**src/rtl/vram_pkg.sv**
```systemverilog
//------------------
// shared sizes and types for the VRAM subsystem
// import with vram_pkg::* in the module header
//------------------
`default_nettype none

package vram_pkg;

    localparam int VRAM_AW         = 16;
    // only the low address bits reach the array
    localparam int VRAM_DEPTH      = 4096;
    localparam int PIX_W           = 4;
    localparam int PIX_PER_WORD    = 4;

    // video fetch cadence
    localparam int VGEN_PERIOD     = 4;
    localparam int VGEN_LINE_WORDS = 8;

    // one VRAM word, raw for the host, per pixel for masked writes
    typedef union packed {
        logic [PIX_W*PIX_PER_WORD-1:0]      raw;
        logic [PIX_PER_WORD-1:0][PIX_W-1:0] pix;
    } vram_word_u;

    // client slot request as seen by the arbiter
    typedef struct packed {
        logic                    sel;
        logic                    wr;
        logic [PIX_PER_WORD-1:0] mask;
        logic [VRAM_AW-1:0]      addr;
        vram_word_u              data;
    } vram_req_s;

    // external request payload, held stable while req is high
    typedef struct packed {
        logic                    wr;
        logic [PIX_PER_WORD-1:0] mask;
        logic [VRAM_AW-1:0]      addr;
        vram_word_u              data;
    } client_req_s;

endpackage

`default_nettype wire

```
**src/rtl/vgen_fetch.sv**
```systemverilog
//------------------
// video line fetch, one read every VGEN_PERIOD cycles from base upward
//------------------
`default_nettype none
`timescale 1ns/10ps

module vgen_fetch
    import vram_pkg::*;
(
    input  wire logic               clk,
    input  wire logic               rst_n_i,
    input  wire logic               vgen_en_i,
    input  wire logic [VRAM_AW-1:0] vgen_base_i,
    output logic                    vgen_sel_o,
    output logic [VRAM_AW-1:0]      vgen_addr_o,
    input  wire vram_word_u         vram_data_i,
    output vram_word_u              vgen_word_o,
    output logic                    vgen_valid_o
);

    localparam int CNT_W = $clog2(VGEN_PERIOD);
    localparam int IDX_W = $clog2(VGEN_LINE_WORDS);
    localparam logic [CNT_W-1:0] CNT_LAST = CNT_W'(VGEN_PERIOD - 1);
    localparam logic [IDX_W-1:0] IDX_LAST = IDX_W'(VGEN_LINE_WORDS - 1);

    logic [CNT_W-1:0] cnt;
    logic [IDX_W-1:0] idx;
    vram_word_u       word_q;

    always_ff @(posedge clk) begin
        if (!rst_n_i) begin
            cnt          <= '0;
            idx          <= '0;
            vgen_sel_o   <= 1'b0;
            vgen_valid_o <= 1'b0;
        end else begin
            vgen_valid_o <= vgen_sel_o;
            vgen_sel_o   <= vgen_en_i && (cnt == CNT_LAST);
            if (!vgen_en_i) begin
                cnt <= '0;
                idx <= '0;
            end else begin
                cnt <= (cnt == CNT_LAST) ? '0 : cnt + 1'b1;
                // step to the next word once the read is issued
                if (vgen_sel_o) begin
                    idx <= (idx == IDX_LAST) ? '0 : idx + 1'b1;
                end
            end
        end
    end

    assign vgen_addr_o = vgen_base_i + VRAM_AW'(idx);

    // RAM data is valid with the pulse, hold it between fetches
    always_ff @(posedge clk) begin
        if (vgen_valid_o) begin
            word_q <= vram_data_i;
        end
    end

    assign vgen_word_o = vgen_valid_o ? vram_data_i : word_q;

endmodule

`default_nettype wire

```
**config.mk**
```make
export PLATFORM = sky130hd
export DESIGN_NAME = vgen_fetch
export DESIGN_NICKNAME = d
export VERILOG_FILES = /design/src/rtl/vram_pkg.sv /design/src/rtl/vgen_fetch.sv
export SDC_FILE = /design/constraint.sdc
export NUM_CORES = 1
export LEC_CHECK = 0
export ABC_AREA = 1
export BUFFER_PORTS_ARGS = -buffer_cell sky130_fd_sc_hd__buf_2
export CELL_PAD_IN_SITES_DETAIL_PLACEMENT = 1
export CELL_PAD_IN_SITES_GLOBAL_PLACEMENT = 1
export CORE_MARGIN = 10
export CORE_UTILIZATION = 32
export DETAILED_ROUTE_END_ITERATION = 8
export GPL_ROUTABILITY_DRIVEN = 0
export GPL_TIMING_DRIVEN = 0
export PLACE_DENSITY = 0.86
export SLEW_MARGIN = 25
export SYNTH_ARGS = -nofsm -noshare
export SYNTH_HDL_FRONTEND = slang
export SYNTH_SLANG_ARGS = --single-unit
```
**constraint.sdc**
```tcl
create_clock -name clk -period 3.13 [get_ports clk]
set_clock_uncertainty 0.15 [all_clocks]
set_input_delay 0.626 -clock clk [delete_from_list [all_inputs] [get_ports clk]]
set_output_delay 0.626 -clock clk [all_outputs]
set_load 0.02 [all_outputs]
```
# == After elaboration in Yosys (flattened, before gate mapping) ==
# Index checks and enable logic that the tools add are counted.
# totals
n_memories,0
elab_cells,17
mem_bits_rw,0
ff_bits,23
latchBits,0
romBits,0
# op_classes
order_cmp,0
reduce_logical,3
n_mul,0
muxes,2
n_div,0
shifts,0
bitwise,2
n_addsub,3
eq_ne,2
# ops
operator,count
$add A16 B3 Y16,1
$mux W16,1
$add A3 B1 Y3 const B,1
$eq A3 B3 Y1 const B,1
$mux W3,1
$reduce_or A3 Y1,1
$add A2 B1 Y2 const B,1
$eq A2 B2 Y1 const B,1
$not A1 Y1,2
$reduce_and A2 Y1,1
$logic_and A1 B1 Y1,1

# == Logic depth before layout (Yosys ltp) ==
# depth
word_depth,2
mapped_depth,8

# == Worst setup path after synthesis ==
# OpenSTA, ideal clock, no wires.
# synth_timing
path_kind,input to output
start,in vgen_base_i[0]
end,out vgen_addr_o[4]
cell_stages,5
slack_ns,0.569
t_required_ns,2.354
arrival_time_ns,1.785
n_path_buf,0
path_cell_list,ha_1 > fa_1 > nand2_2 > a21boi_4 > xor2_1
# synth_via
elab_chain_cells,1
# synth_lines
element,line,text
from (decl),vgen_fetch.sv:13,"input wire logic [VRAM_AW-1:0] vgen_base_i,"
$add A16 B3 Y16,vgen_fetch.sv:52,assign vgen_addr_o = vgen_base_i + VRAM_AW'(idx);
to (decl),vgen_fetch.sv:15,"output logic [VRAM_AW-1:0] vgen_addr_o,"
# No other way between the ends.

# == Final worst setup path ==
# layout_timing
start,in vgen_base_i[0]
end,out vgen_addr_o[14]
# Same word-level chain as after synthesis.

==> out/qor.txt <==
Hold Slack: 0.292 ns
Vias in the first global route: 1357
Starting Density: 0.336
Pre-antenna DRT Iters: 4
Max H-tree Level: 1
P&R area growth vs syn: 35.8%
Sequential element share of the synthesized area: 0.369
Slew margin rel.: 0.853
Max-cap violations: 0
Pwr dens: 366 nW/µm²
Finish-stage setup viols: 0
Most frequent cells in the layout: 69 x buf_2, 38 x nand2_1, 23 x dfxtp_1
Syn avg cell area: 8.26 µm²
Layout cells sized above 1: 0.439
Drt wl/cell: 13.9 µm
Initial antenna violation count: 0
Hold Crit Depth: 1
Yosys top cell area share: 0.369
Post-DRT Antenna Nets: 0
Min cycle time layout: 2.80 ns
Routed vias/inst: 4.56
Total track usage: 0.112
Synth Cell Area: 1250 µm²
CTS buffer count: 3
Worst vdd ir: 0.257 mV
Critical path fanouts, max: 3
Die Wd: 82.4 µm
Reg2reg end: word_q[14]
WS Path Type: in2out
Status: completed
HP Start: cnt[0]
Data required time at the worst endpoint: 2.35 ns
Yosys cell types: 22
Pwr Total: 0.620 mW
Crit end category: primary output
Cts hold-fix bufs: 0
Max Clk Rate: 0.358 GHz
FF+latch count, synth: 23
Least-Margin Pin Slew: 0.220 ns
Worst-path clk slew: 0.08 ns
Pin count of the biggest net entering global routing: 14
Port bufs: 68
Final Max Tran Viols: 0
WP data arrival: 2.02 ns
Total Neg Setup Slack: 0 ns
Die ar.: 6800 µm²
DRC viols: 0
First-pass GRT wire length: 6.11 mm
Io pins: 69
Diodes inserted: 0
Mapped Cells: 151
Overflow after GRT: 0
Syn_nets: 193
WL final: 3.78 mm
Die H: 82.4 µm
RSZ-0062 raised after global routing: no
Longest Clk Path Bufs: 2
Hold EP: cnt[0]
Yosys Warn Count: 0
Post-DP HPWL: 3.28 mm
Skew-Pair Late Insertion Delay: 0.26 ns
Final hold violation count: 0
Period utilisation layout: 0.894
Iteration-0 DRC Markers: 25
Worst hold path class: reg2reg
Layout Nets: 266
Rows: 22
FF-to-FF path depth: 3
Main area contributors after synthesis: dfxtp_1 37%, mux2_2 14%, nand2_1 11%
CTS root buf: clkbuf_8
Synth area leader: dfxtp_1
Vias: 1236
Clk sinks: 23
R2R setup slack: 1.76 ns
Post-cts sizing count: 0
Leakage power: 0.918 nW
Critical R2R Launch: vgen_valid_o
CTS tree: done
Commonest non-fill, non-tap cell in the layout: buf_2
Final Util: 0.456
CORE AREA: 3720 µm²
# Post-CTS Setup Buffers: 0
Setup crit start kind: input pin
[routing by layer]
layer	vias to the layer above	track usage	routed length (µm)
li1	628	-	-
met1	558	0.118	1470
met3	2	0.0497	481
met4	0	0.0255	10
met5	-	0	0
met2	48	0.199	1810
[worst max-delay path by stage]
stage	endpoint	cells past startpoint	start
2_1_floorplan	vgen_addr_o[4]	5	vgen_base_i[0]
3_3_place_gp	vgen_addr_o[6]	8	vgen_base_i[0]
3_5_place_dp	vgen_addr_o[14]	10	vgen_base_i[0]
4_1_cts	vgen_addr_o[14]	10	vgen_base_i[0]
5_1_grt	vgen_addr_o[14]	9	vgen_base_i[0]
6_report	vgen_addr_o[14]	10	vgen_base_i[0]
[Yosys cell counts]
library cell and instances:
xnor2_1 4, mux2_2 16, nand2_1 38, nor2_1 11, nand2_2 3, buf_4 1, nor3b_1 1, dfxtp_1 23
nand3b_1 2, nor2_4 1, nand3_1 9, nand4_1 4, inv_1 17, nor2_2 3, ha_1 6, fa_1 1
xor2_1 3, a21oi_1 3, nor3_1 2, o21ai_0 1, buf_2 1, a21boi_4 1
[metrics by stage]
step | cell area, µm² | setup WS [ns] | std cells
after floorplan | 1250 | 0.569 | 151
after global placement | 1650 | 0.332 | 267
after detailed placement | 1650 | 0.315 | 267
after CTS | 1690 | 0.316 | 271
after global routing | 1690 | 0.219 | 271
final | 1690 | 0.333 | 271
[state kept, by name (all words and copies together), names as in the netlist]
signal and flops:
word_q 16, vgen_valid_o 1, idx 3, vgen_sel_o 1, cnt 2
[final cells by class]
type                    instances  area, µm²
plain buffers                   2       12.5
clock buffers                   3       41.3
clock inverters                 1       5.00
fillers                       500       2020
inverters                      17       63.8
multi-input cells             109        711
flip-flops and latches         23        460
well taps                      48       60.1
repair buffers                 68        340
[cells by family (layout without fill, tap and decap cells)]
logic type | after synthesis | in the layout | synth area share
fa+ha+maj | 7 | 7 | 0.0762
buf+inv | 19 | 91 | 0.0612
flops | 23 | 23 | 0.369
mux | 16 | 16 | 0.144
simple gates | 74 | 74 | 0.269
xor+xnor | 7 | 7 | 0.0491
compound gates | 5 | 5 | 0.0311
[report_power, final]
group / switching [mW] / total [mW] / internal (mW) / leakage (nW)
registers: 0.00391 / 0.311 / 0.307 / 0.187
logic: 0.0775 / 0.130 / 0.0522 / 0.705
clock network: 0.0902 / 0.179 / 0.0887 / 0.0255
[worst max-delay path: stages]
cell      delay, ns
buf_2          0.10
ha_1           0.23
fa_1           0.42
nand2_2        0.12
nand2_1        0.06
nand3b_1       0.15
nor2_1         0.06
nand2_1        0.05
nand2_1        0.05
buf_2          0.16
(Power assumes the default switching activity.)
