### src/rtl/vram_pkg.sv
//------------------
// shared sizes and types for the VRAM subsystem
// import with vram_pkg::* in the module header
//------------------
`default_nettype none

package vram_pkg;

    localparam int VRAM_AW         = 16;
    // only the low address bits reach the array
    localparam int VRAM_DEPTH      = 4096;
    localparam int PIX_W           = 4;
    localparam int PIX_PER_WORD    = 4;

    // video fetch cadence
    localparam int VGEN_PERIOD     = 4;
    localparam int VGEN_LINE_WORDS = 8;

    // one VRAM word, raw for the host, per pixel for masked writes
    typedef union packed {
        logic [PIX_W*PIX_PER_WORD-1:0]      raw;
        logic [PIX_PER_WORD-1:0][PIX_W-1:0] pix;
    } vram_word_u;

    // client slot request as seen by the arbiter
    typedef struct packed {
        logic                    sel;
        logic                    wr;
        logic [PIX_PER_WORD-1:0] mask;
        logic [VRAM_AW-1:0]      addr;
        vram_word_u              data;
    } vram_req_s;

    // external request payload, held stable while req is high
    typedef struct packed {
        logic                    wr;
        logic [PIX_PER_WORD-1:0] mask;
        logic [VRAM_AW-1:0]      addr;
        vram_word_u              data;
    } client_req_s;

endpackage

`default_nettype wire

### src/rtl/vram_client_port.sv
//------------------
// four-phase req/ack bridge from an external client to one arbiter slot
//------------------
`default_nettype none
`timescale 1ns/10ps

module vram_client_port
    import vram_pkg::*;
(
    input  wire logic        clk,
    input  wire logic        rst_n_i,

    // external client side
    input  wire logic        req_i,
    input  wire client_req_s creq_i,
    output logic             ack_o,
    output vram_word_u       rdata_o,

    // arbiter slot side
    output vram_req_s        arb_req_o,
    input  wire logic        arb_ack_i,
    input  wire vram_word_u  arb_data_i
);

    typedef enum logic [1:0] {
        ST_IDLE,
        ST_PEND,
        ST_DONE
    } state_e;

    state_e      state;
    client_req_s req_q;

    always_ff @(posedge clk) begin
        if (!rst_n_i) begin
            state <= ST_IDLE;
        end else begin
            case (state)
                ST_IDLE: if (req_i) state <= ST_PEND;
                ST_PEND: if (arb_ack_i) state <= ST_DONE;
                // hold ack until the client lets go
                ST_DONE: if (!req_i) state <= ST_IDLE;
                default: state <= ST_IDLE;
            endcase
        end
    end

    // payload and read data
    always_ff @(posedge clk) begin
        if (state == ST_IDLE && req_i) begin
            req_q <= creq_i;
        end
        if (state == ST_PEND && arb_ack_i) begin
            rdata_o <= arb_data_i;
        end
    end

    assign ack_o = (state == ST_DONE);

    always_comb begin
        arb_req_o.sel  = (state == ST_PEND);
        arb_req_o.wr   = req_q.wr;
        arb_req_o.mask = req_q.mask;
        arb_req_o.addr = req_q.addr;
        arb_req_o.data = req_q.data;
    end

    a_sel_vs_ack: assert property (@(posedge clk) disable iff (!rst_n_i)
        ack_o |-> !arb_req_o.sel);

    // arbiter only acks a slot that is still asking
    a_ack_needs_sel: assert property (@(posedge clk) disable iff (!rst_n_i)
        arb_ack_i |-> arb_req_o.sel);

endmodule

`default_nettype wire

### config.mk
export PLATFORM = sky130hd
export DESIGN_NAME = vram_client_port
export DESIGN_NICKNAME = d
export VERILOG_FILES = /design/src/rtl/vram_pkg.sv /design/src/rtl/vram_client_port.sv
export SDC_FILE = /design/constraint.sdc
export NUM_CORES = 1
export LEC_CHECK = 0
export ABC_CLOCK_PERIOD_IN_PS = 4300
export BUFFER_PORTS_ARGS = -buffer_cell sky130_fd_sc_hd__buf_2
export CORE_MARGIN = 2
export CORE_UTILIZATION = 44
export DETAILED_ROUTE_END_ITERATION = 10
export GPL_TIMING_DRIVEN = 0
export PLACE_DENSITY = 0.83
export RECOVER_POWER = 100
export REMOVE_ABC_BUFFERS = 1
export SYNTH_ARGS = -nofsm -noshare
export SYNTH_HDL_FRONTEND = slang
export SYNTH_SLANG_ARGS = --single-unit
### constraint.sdc
create_clock -name clk -period 4.3 [get_ports clk]
set_input_delay 0.86 -clock clk [delete_from_list [all_inputs] [get_ports clk]]
set_output_delay 0.86 -clock clk [all_outputs]
set_load 0.005 [all_outputs]
After elaboration in Yosys (flattened, before gate mapping)
Cells that the tools add are included.
{"block": "totals", "ff_bits": 55, "in_bits": 57, "out_inout_bits": 55, "elab_cells": 19}
{"block": "classes", "n_eq_ne": 5, "muxes": 4, "reduce_logical": 4}
{"operator": "two-way mux 2 bit", "n": 3}
{"operator": "case mux 2 bit (3 select lines)", "n": 1}
{"operator": "!= test 2 bit (second input constant)", "n": 2}
{"operator": "AND reduction 3 bit", "n": 1}
{"operator": "== test 2 x 1 -> 1 bit (second input constant)", "n": 1}
{"operator": "== test 2 bit (second input constant)", "n": 1}
{"operator": "logical AND 1 bit", "n": 2}
{"operator": "zero test 2 bit", "n": 1}
{"operator": "!= test 2 x 1 -> 1 bit (second input constant)", "n": 1}

Logic depth before layout (Yosys ltp)
{"block": "logic_depth", "word_depth": 3, "ltp_mapped": 2, "mapped_depth_nobuf": 2}

Least setup slack after synthesis
OpenSTA, ideal clock, no wires.
{"block": "synth_path", "kind": "input -> register", "from": "input port req_i", "to": "register req_q, in the netlist arb_req_o[0], enable pin", "setup_ps": 431, "arrival_time_ps": 2505, "required_ps": 3869, "slack_ps": 1364, "stages": 2, "n_path_buf": 0, "cell_sequence": "nand2b_1 -> nor2_1"}
{"block": "synth_via", "elab_chain_cells": 1}
{"element": "start: declaration", "line": "vram_client_port.sv:14", "text": "input wire logic req_i,"}
{"element": "logical AND 1 bit", "line": "vram_client_port.sv:50", "text": "if (state == ST_IDLE && req_i) begin"}
{"element": "end signal: assignment", "line": "vram_client_port.sv:51", "text": "req_q <= creq_i;"}
{"element": "end: declaration", "line": "vram_client_port.sv:32", "text": "client_req_s req_q;"}
Every way passes these cells.
A chain may end at the register's enable or synchronous reset.

Worst setup path in the final report
{"block": "layout_path", "from": "register state[1]", "to": "output port ack_o"}
{"block": "layout_via", "elab_chain_cells": 1}
{"element": "start: declaration", "line": "vram_client_port.sv:31", "text": "state_e state;"}
{"element": "start signal: assignment", "line": "vram_client_port.sv:36", "text": "state <= ST_IDLE;"}
{"element": "start signal: assignment", "line": "vram_client_port.sv:39", "text": "ST_IDLE: if (req_i) state <= ST_PEND;"}
{"element": "start signal: assignment", "line": "vram_client_port.sv:40", "text": "ST_PEND: if (arb_ack_i) state <= ST_DONE;"}
{"element": "== test 2 bit", "line": "vram_client_port.sv:58", "text": "assign ack_o = (state == ST_DONE);"}
{"element": "end: declaration", "line": "vram_client_port.sv:16", "text": "output logic ack_o,"}
Every way passes these cells.

==> run metrics <==
first-pass GRT wire length=a little under 5 mm; overall via count from detail_route=~1100; Leak=0.950 nW; setup TNS=0 ns; post-layout min period=approximately 1.9 ns; number of flops mapped to enable cells by yosys=53; core area=around 0.0037 mm^2; Hold Path Class=reg -> reg; DR WL/cell=roughly 15 um; nets=241; RSZ-0062 raised after global routing=false; final setup vio count=0; Post-Place Cell Area=0.00233 mm^2; critical path endpoint category=output port; setup slack after layout=2.39 ns; f_max=522 MHz; Mapped Cells=66; final WL=roughly 3.6 mm; Fin. Hold Viols=0; Avg Cell Area, Syn=25.8 um^2; Min Hold Slack=0.542 ns; residual DRC count=0; number of global-route vias before repair=approximately 1000; maxcap violations=0; status=complete, no violations; H-tree depth=2; fraction of layout cells with a size suffix above 1=slightly below 50%; Slew HR=a little over a third; Final Instance Count excl. Fillers=approximately 230; worst vdd ir=0.000169 V; router iterations before antenna repair=4; # IOs=~110; number of antenna diodes=0; Max Slew Vio Count=0; CP arrival=between 1 and 1.5 ns; CTS tree=done; vias per cell=approximately 4.5; main flop type after synthesis=edfxtp_1; Synth top area share=between 90% and 100%; total die area=0.00439 mm^2; Yosys warning total=0; sequential-to-total area share from yosys stat=95.7%; post-synthesis register bit count=55; area taken by flip-flops and latches=between 0.0015 and 0.002 mm^2; slowest cell on the critical path=dfxtp_1; measured slew at the worst slew-check pin=between 0.9 and 1 ns; initial antenna violation count=0; post-synth top area cell=edfxtp_1; post-route cell area=about 0.0024 mm^2; Post-CTS Setup Inserts=0; Critical Path RT=around 3.4 ns; CP delay by family, top=flip-flops; initial detailed-routing violation count=86; Post-Syn Area=approximately 0.0017 mm^2; largest net degree at the start of global routing=38; area delta synth->final=39.7%; Synth area leaders=edfxtp_1, dfxtp_1, nand2b_1; DP Worst Slack=2.10 ns; maximum root-to-sink buffer count=2; remaining antenna violation count=0; PD cells=411 mW/mm^2; clk slew on worst S/H paths=about 0.090 ns; clk root buf=clkbuf_8; Placed Cells incl. Taps=between 200 and 250; fillers=296; post_cts resized=0; Die Height=66.2 um; Skew-Pair Late Insertion Delay=about 0.3 ns; Async SR Flop Fraction=0%; Die X=66.2 um; period utilisation layout=44.5%; Post-CTS Hold Fix Bufs=0; RePlAce Congestion=just under 0.7; Buffers on Ports=approximately 110; CP startpoint kind=flip-flop; area of the multi-input gates=between 80 and 90 um^2; Yosys cell types=11; clock sinks=between 50 and 60; Total GRT Usage=15.6%; initial core utilization=roughly 46%; Bufs and invs on worst path=1; count leader, synth=edfxtp_1; critical setup path kind=reg -> out; most frequent cells after synthesis=edfxtp_1, nand2b_1, dfxtp_1; worst-path fanout max=6; critical path cell sequence=and2b_1 -> buf_2; CTS Buf Count=5; total grt overflow=0; Final Skew=0.00580 ns; FP Rows=22; crit-path max cell delay=just under 0.5 ns
-- cell families after synthesis --
kind of cell | synth area share (%)
and+or+nand+nor | 3.67
DFF | 95.7
AOI/OAI and AO/OA | 0.587
-- worst paths after layout --
kind / slack, ns / start / endpoint / cells past startpoint
hold / removal: 0.54 / state[0] / state[0] / 2
hold reg to reg: 0.54 / state[0] / state[0] / 2
setup / recovery: 2.39 / state[1] / ack_o / 2
setup reg to reg: 2.62 / state[0] / rdata_o[13] / 2
-- state kept, by name, indices dropped and copies added, names as in the netlist --
register	count
state	2
arb_req_o	37
rdata_o	16
-- cell type report --
| class | count | area share [%] |
|---|---|---|
| clock buffer | 5 | 2.89 |
| clock inverter | 3 | 0.841 |
| multi-input combinational | 11 | 3.36 |
| sequential | 55 | 68.5 |
| tap | 48 | 2.52 |
| timing repair buffer | 111 | 21.9 |
-- stage by stage --
step / utilization (%) / power [W]
6_report: 64.6 / 0.000979
5_1_grt: 64.6 / 0.00102
4_1_cts: 65.5 / 0.000991
3_5_place_dp: 63.1 / 0.000724
3_3_place_gp: 62.9 / 0.000719
2_1_floorplan: - / 0.000666
-- power breakdown --
group	switching, W	internal [W]
Sequential	0.00000904	0.000625
Combinational	0.0000381	0.0000355
Clock	0.000158	0.000114
-- cell usage in the layout (no fill, tap or decap) --
cell type   count
o21ai_0         1
nor2b_4         1
nand4b_1        1
buf_2          83
nor2_4          1
clkinvlp_4      1
clkbuf_8        5
and2_0          1
clkinv_4        1
nand2b_1        3
a21oi_1         1
edfxtp_1       53
dfxtp_1         2
clkinv_1        1
nand2_1         1
and2b_1         1
clkbuf_1       28
-- worst reg2reg max path, stage by stage (launching register included) --
cell     delay [ns]
dfxtp_1        0.39
nor2b_4        0.17
and2_0         0.76
-- routing by layer --
metal	track usage (%)	up-vias	routed length (um)
met4	4.85	0	29
met1	17.0	491	1310
met2	28.1	70	1830
met5	0	-	0
met3	5.45	4	385
li1	-	490	-
Power figures use the tool's default switching activity.
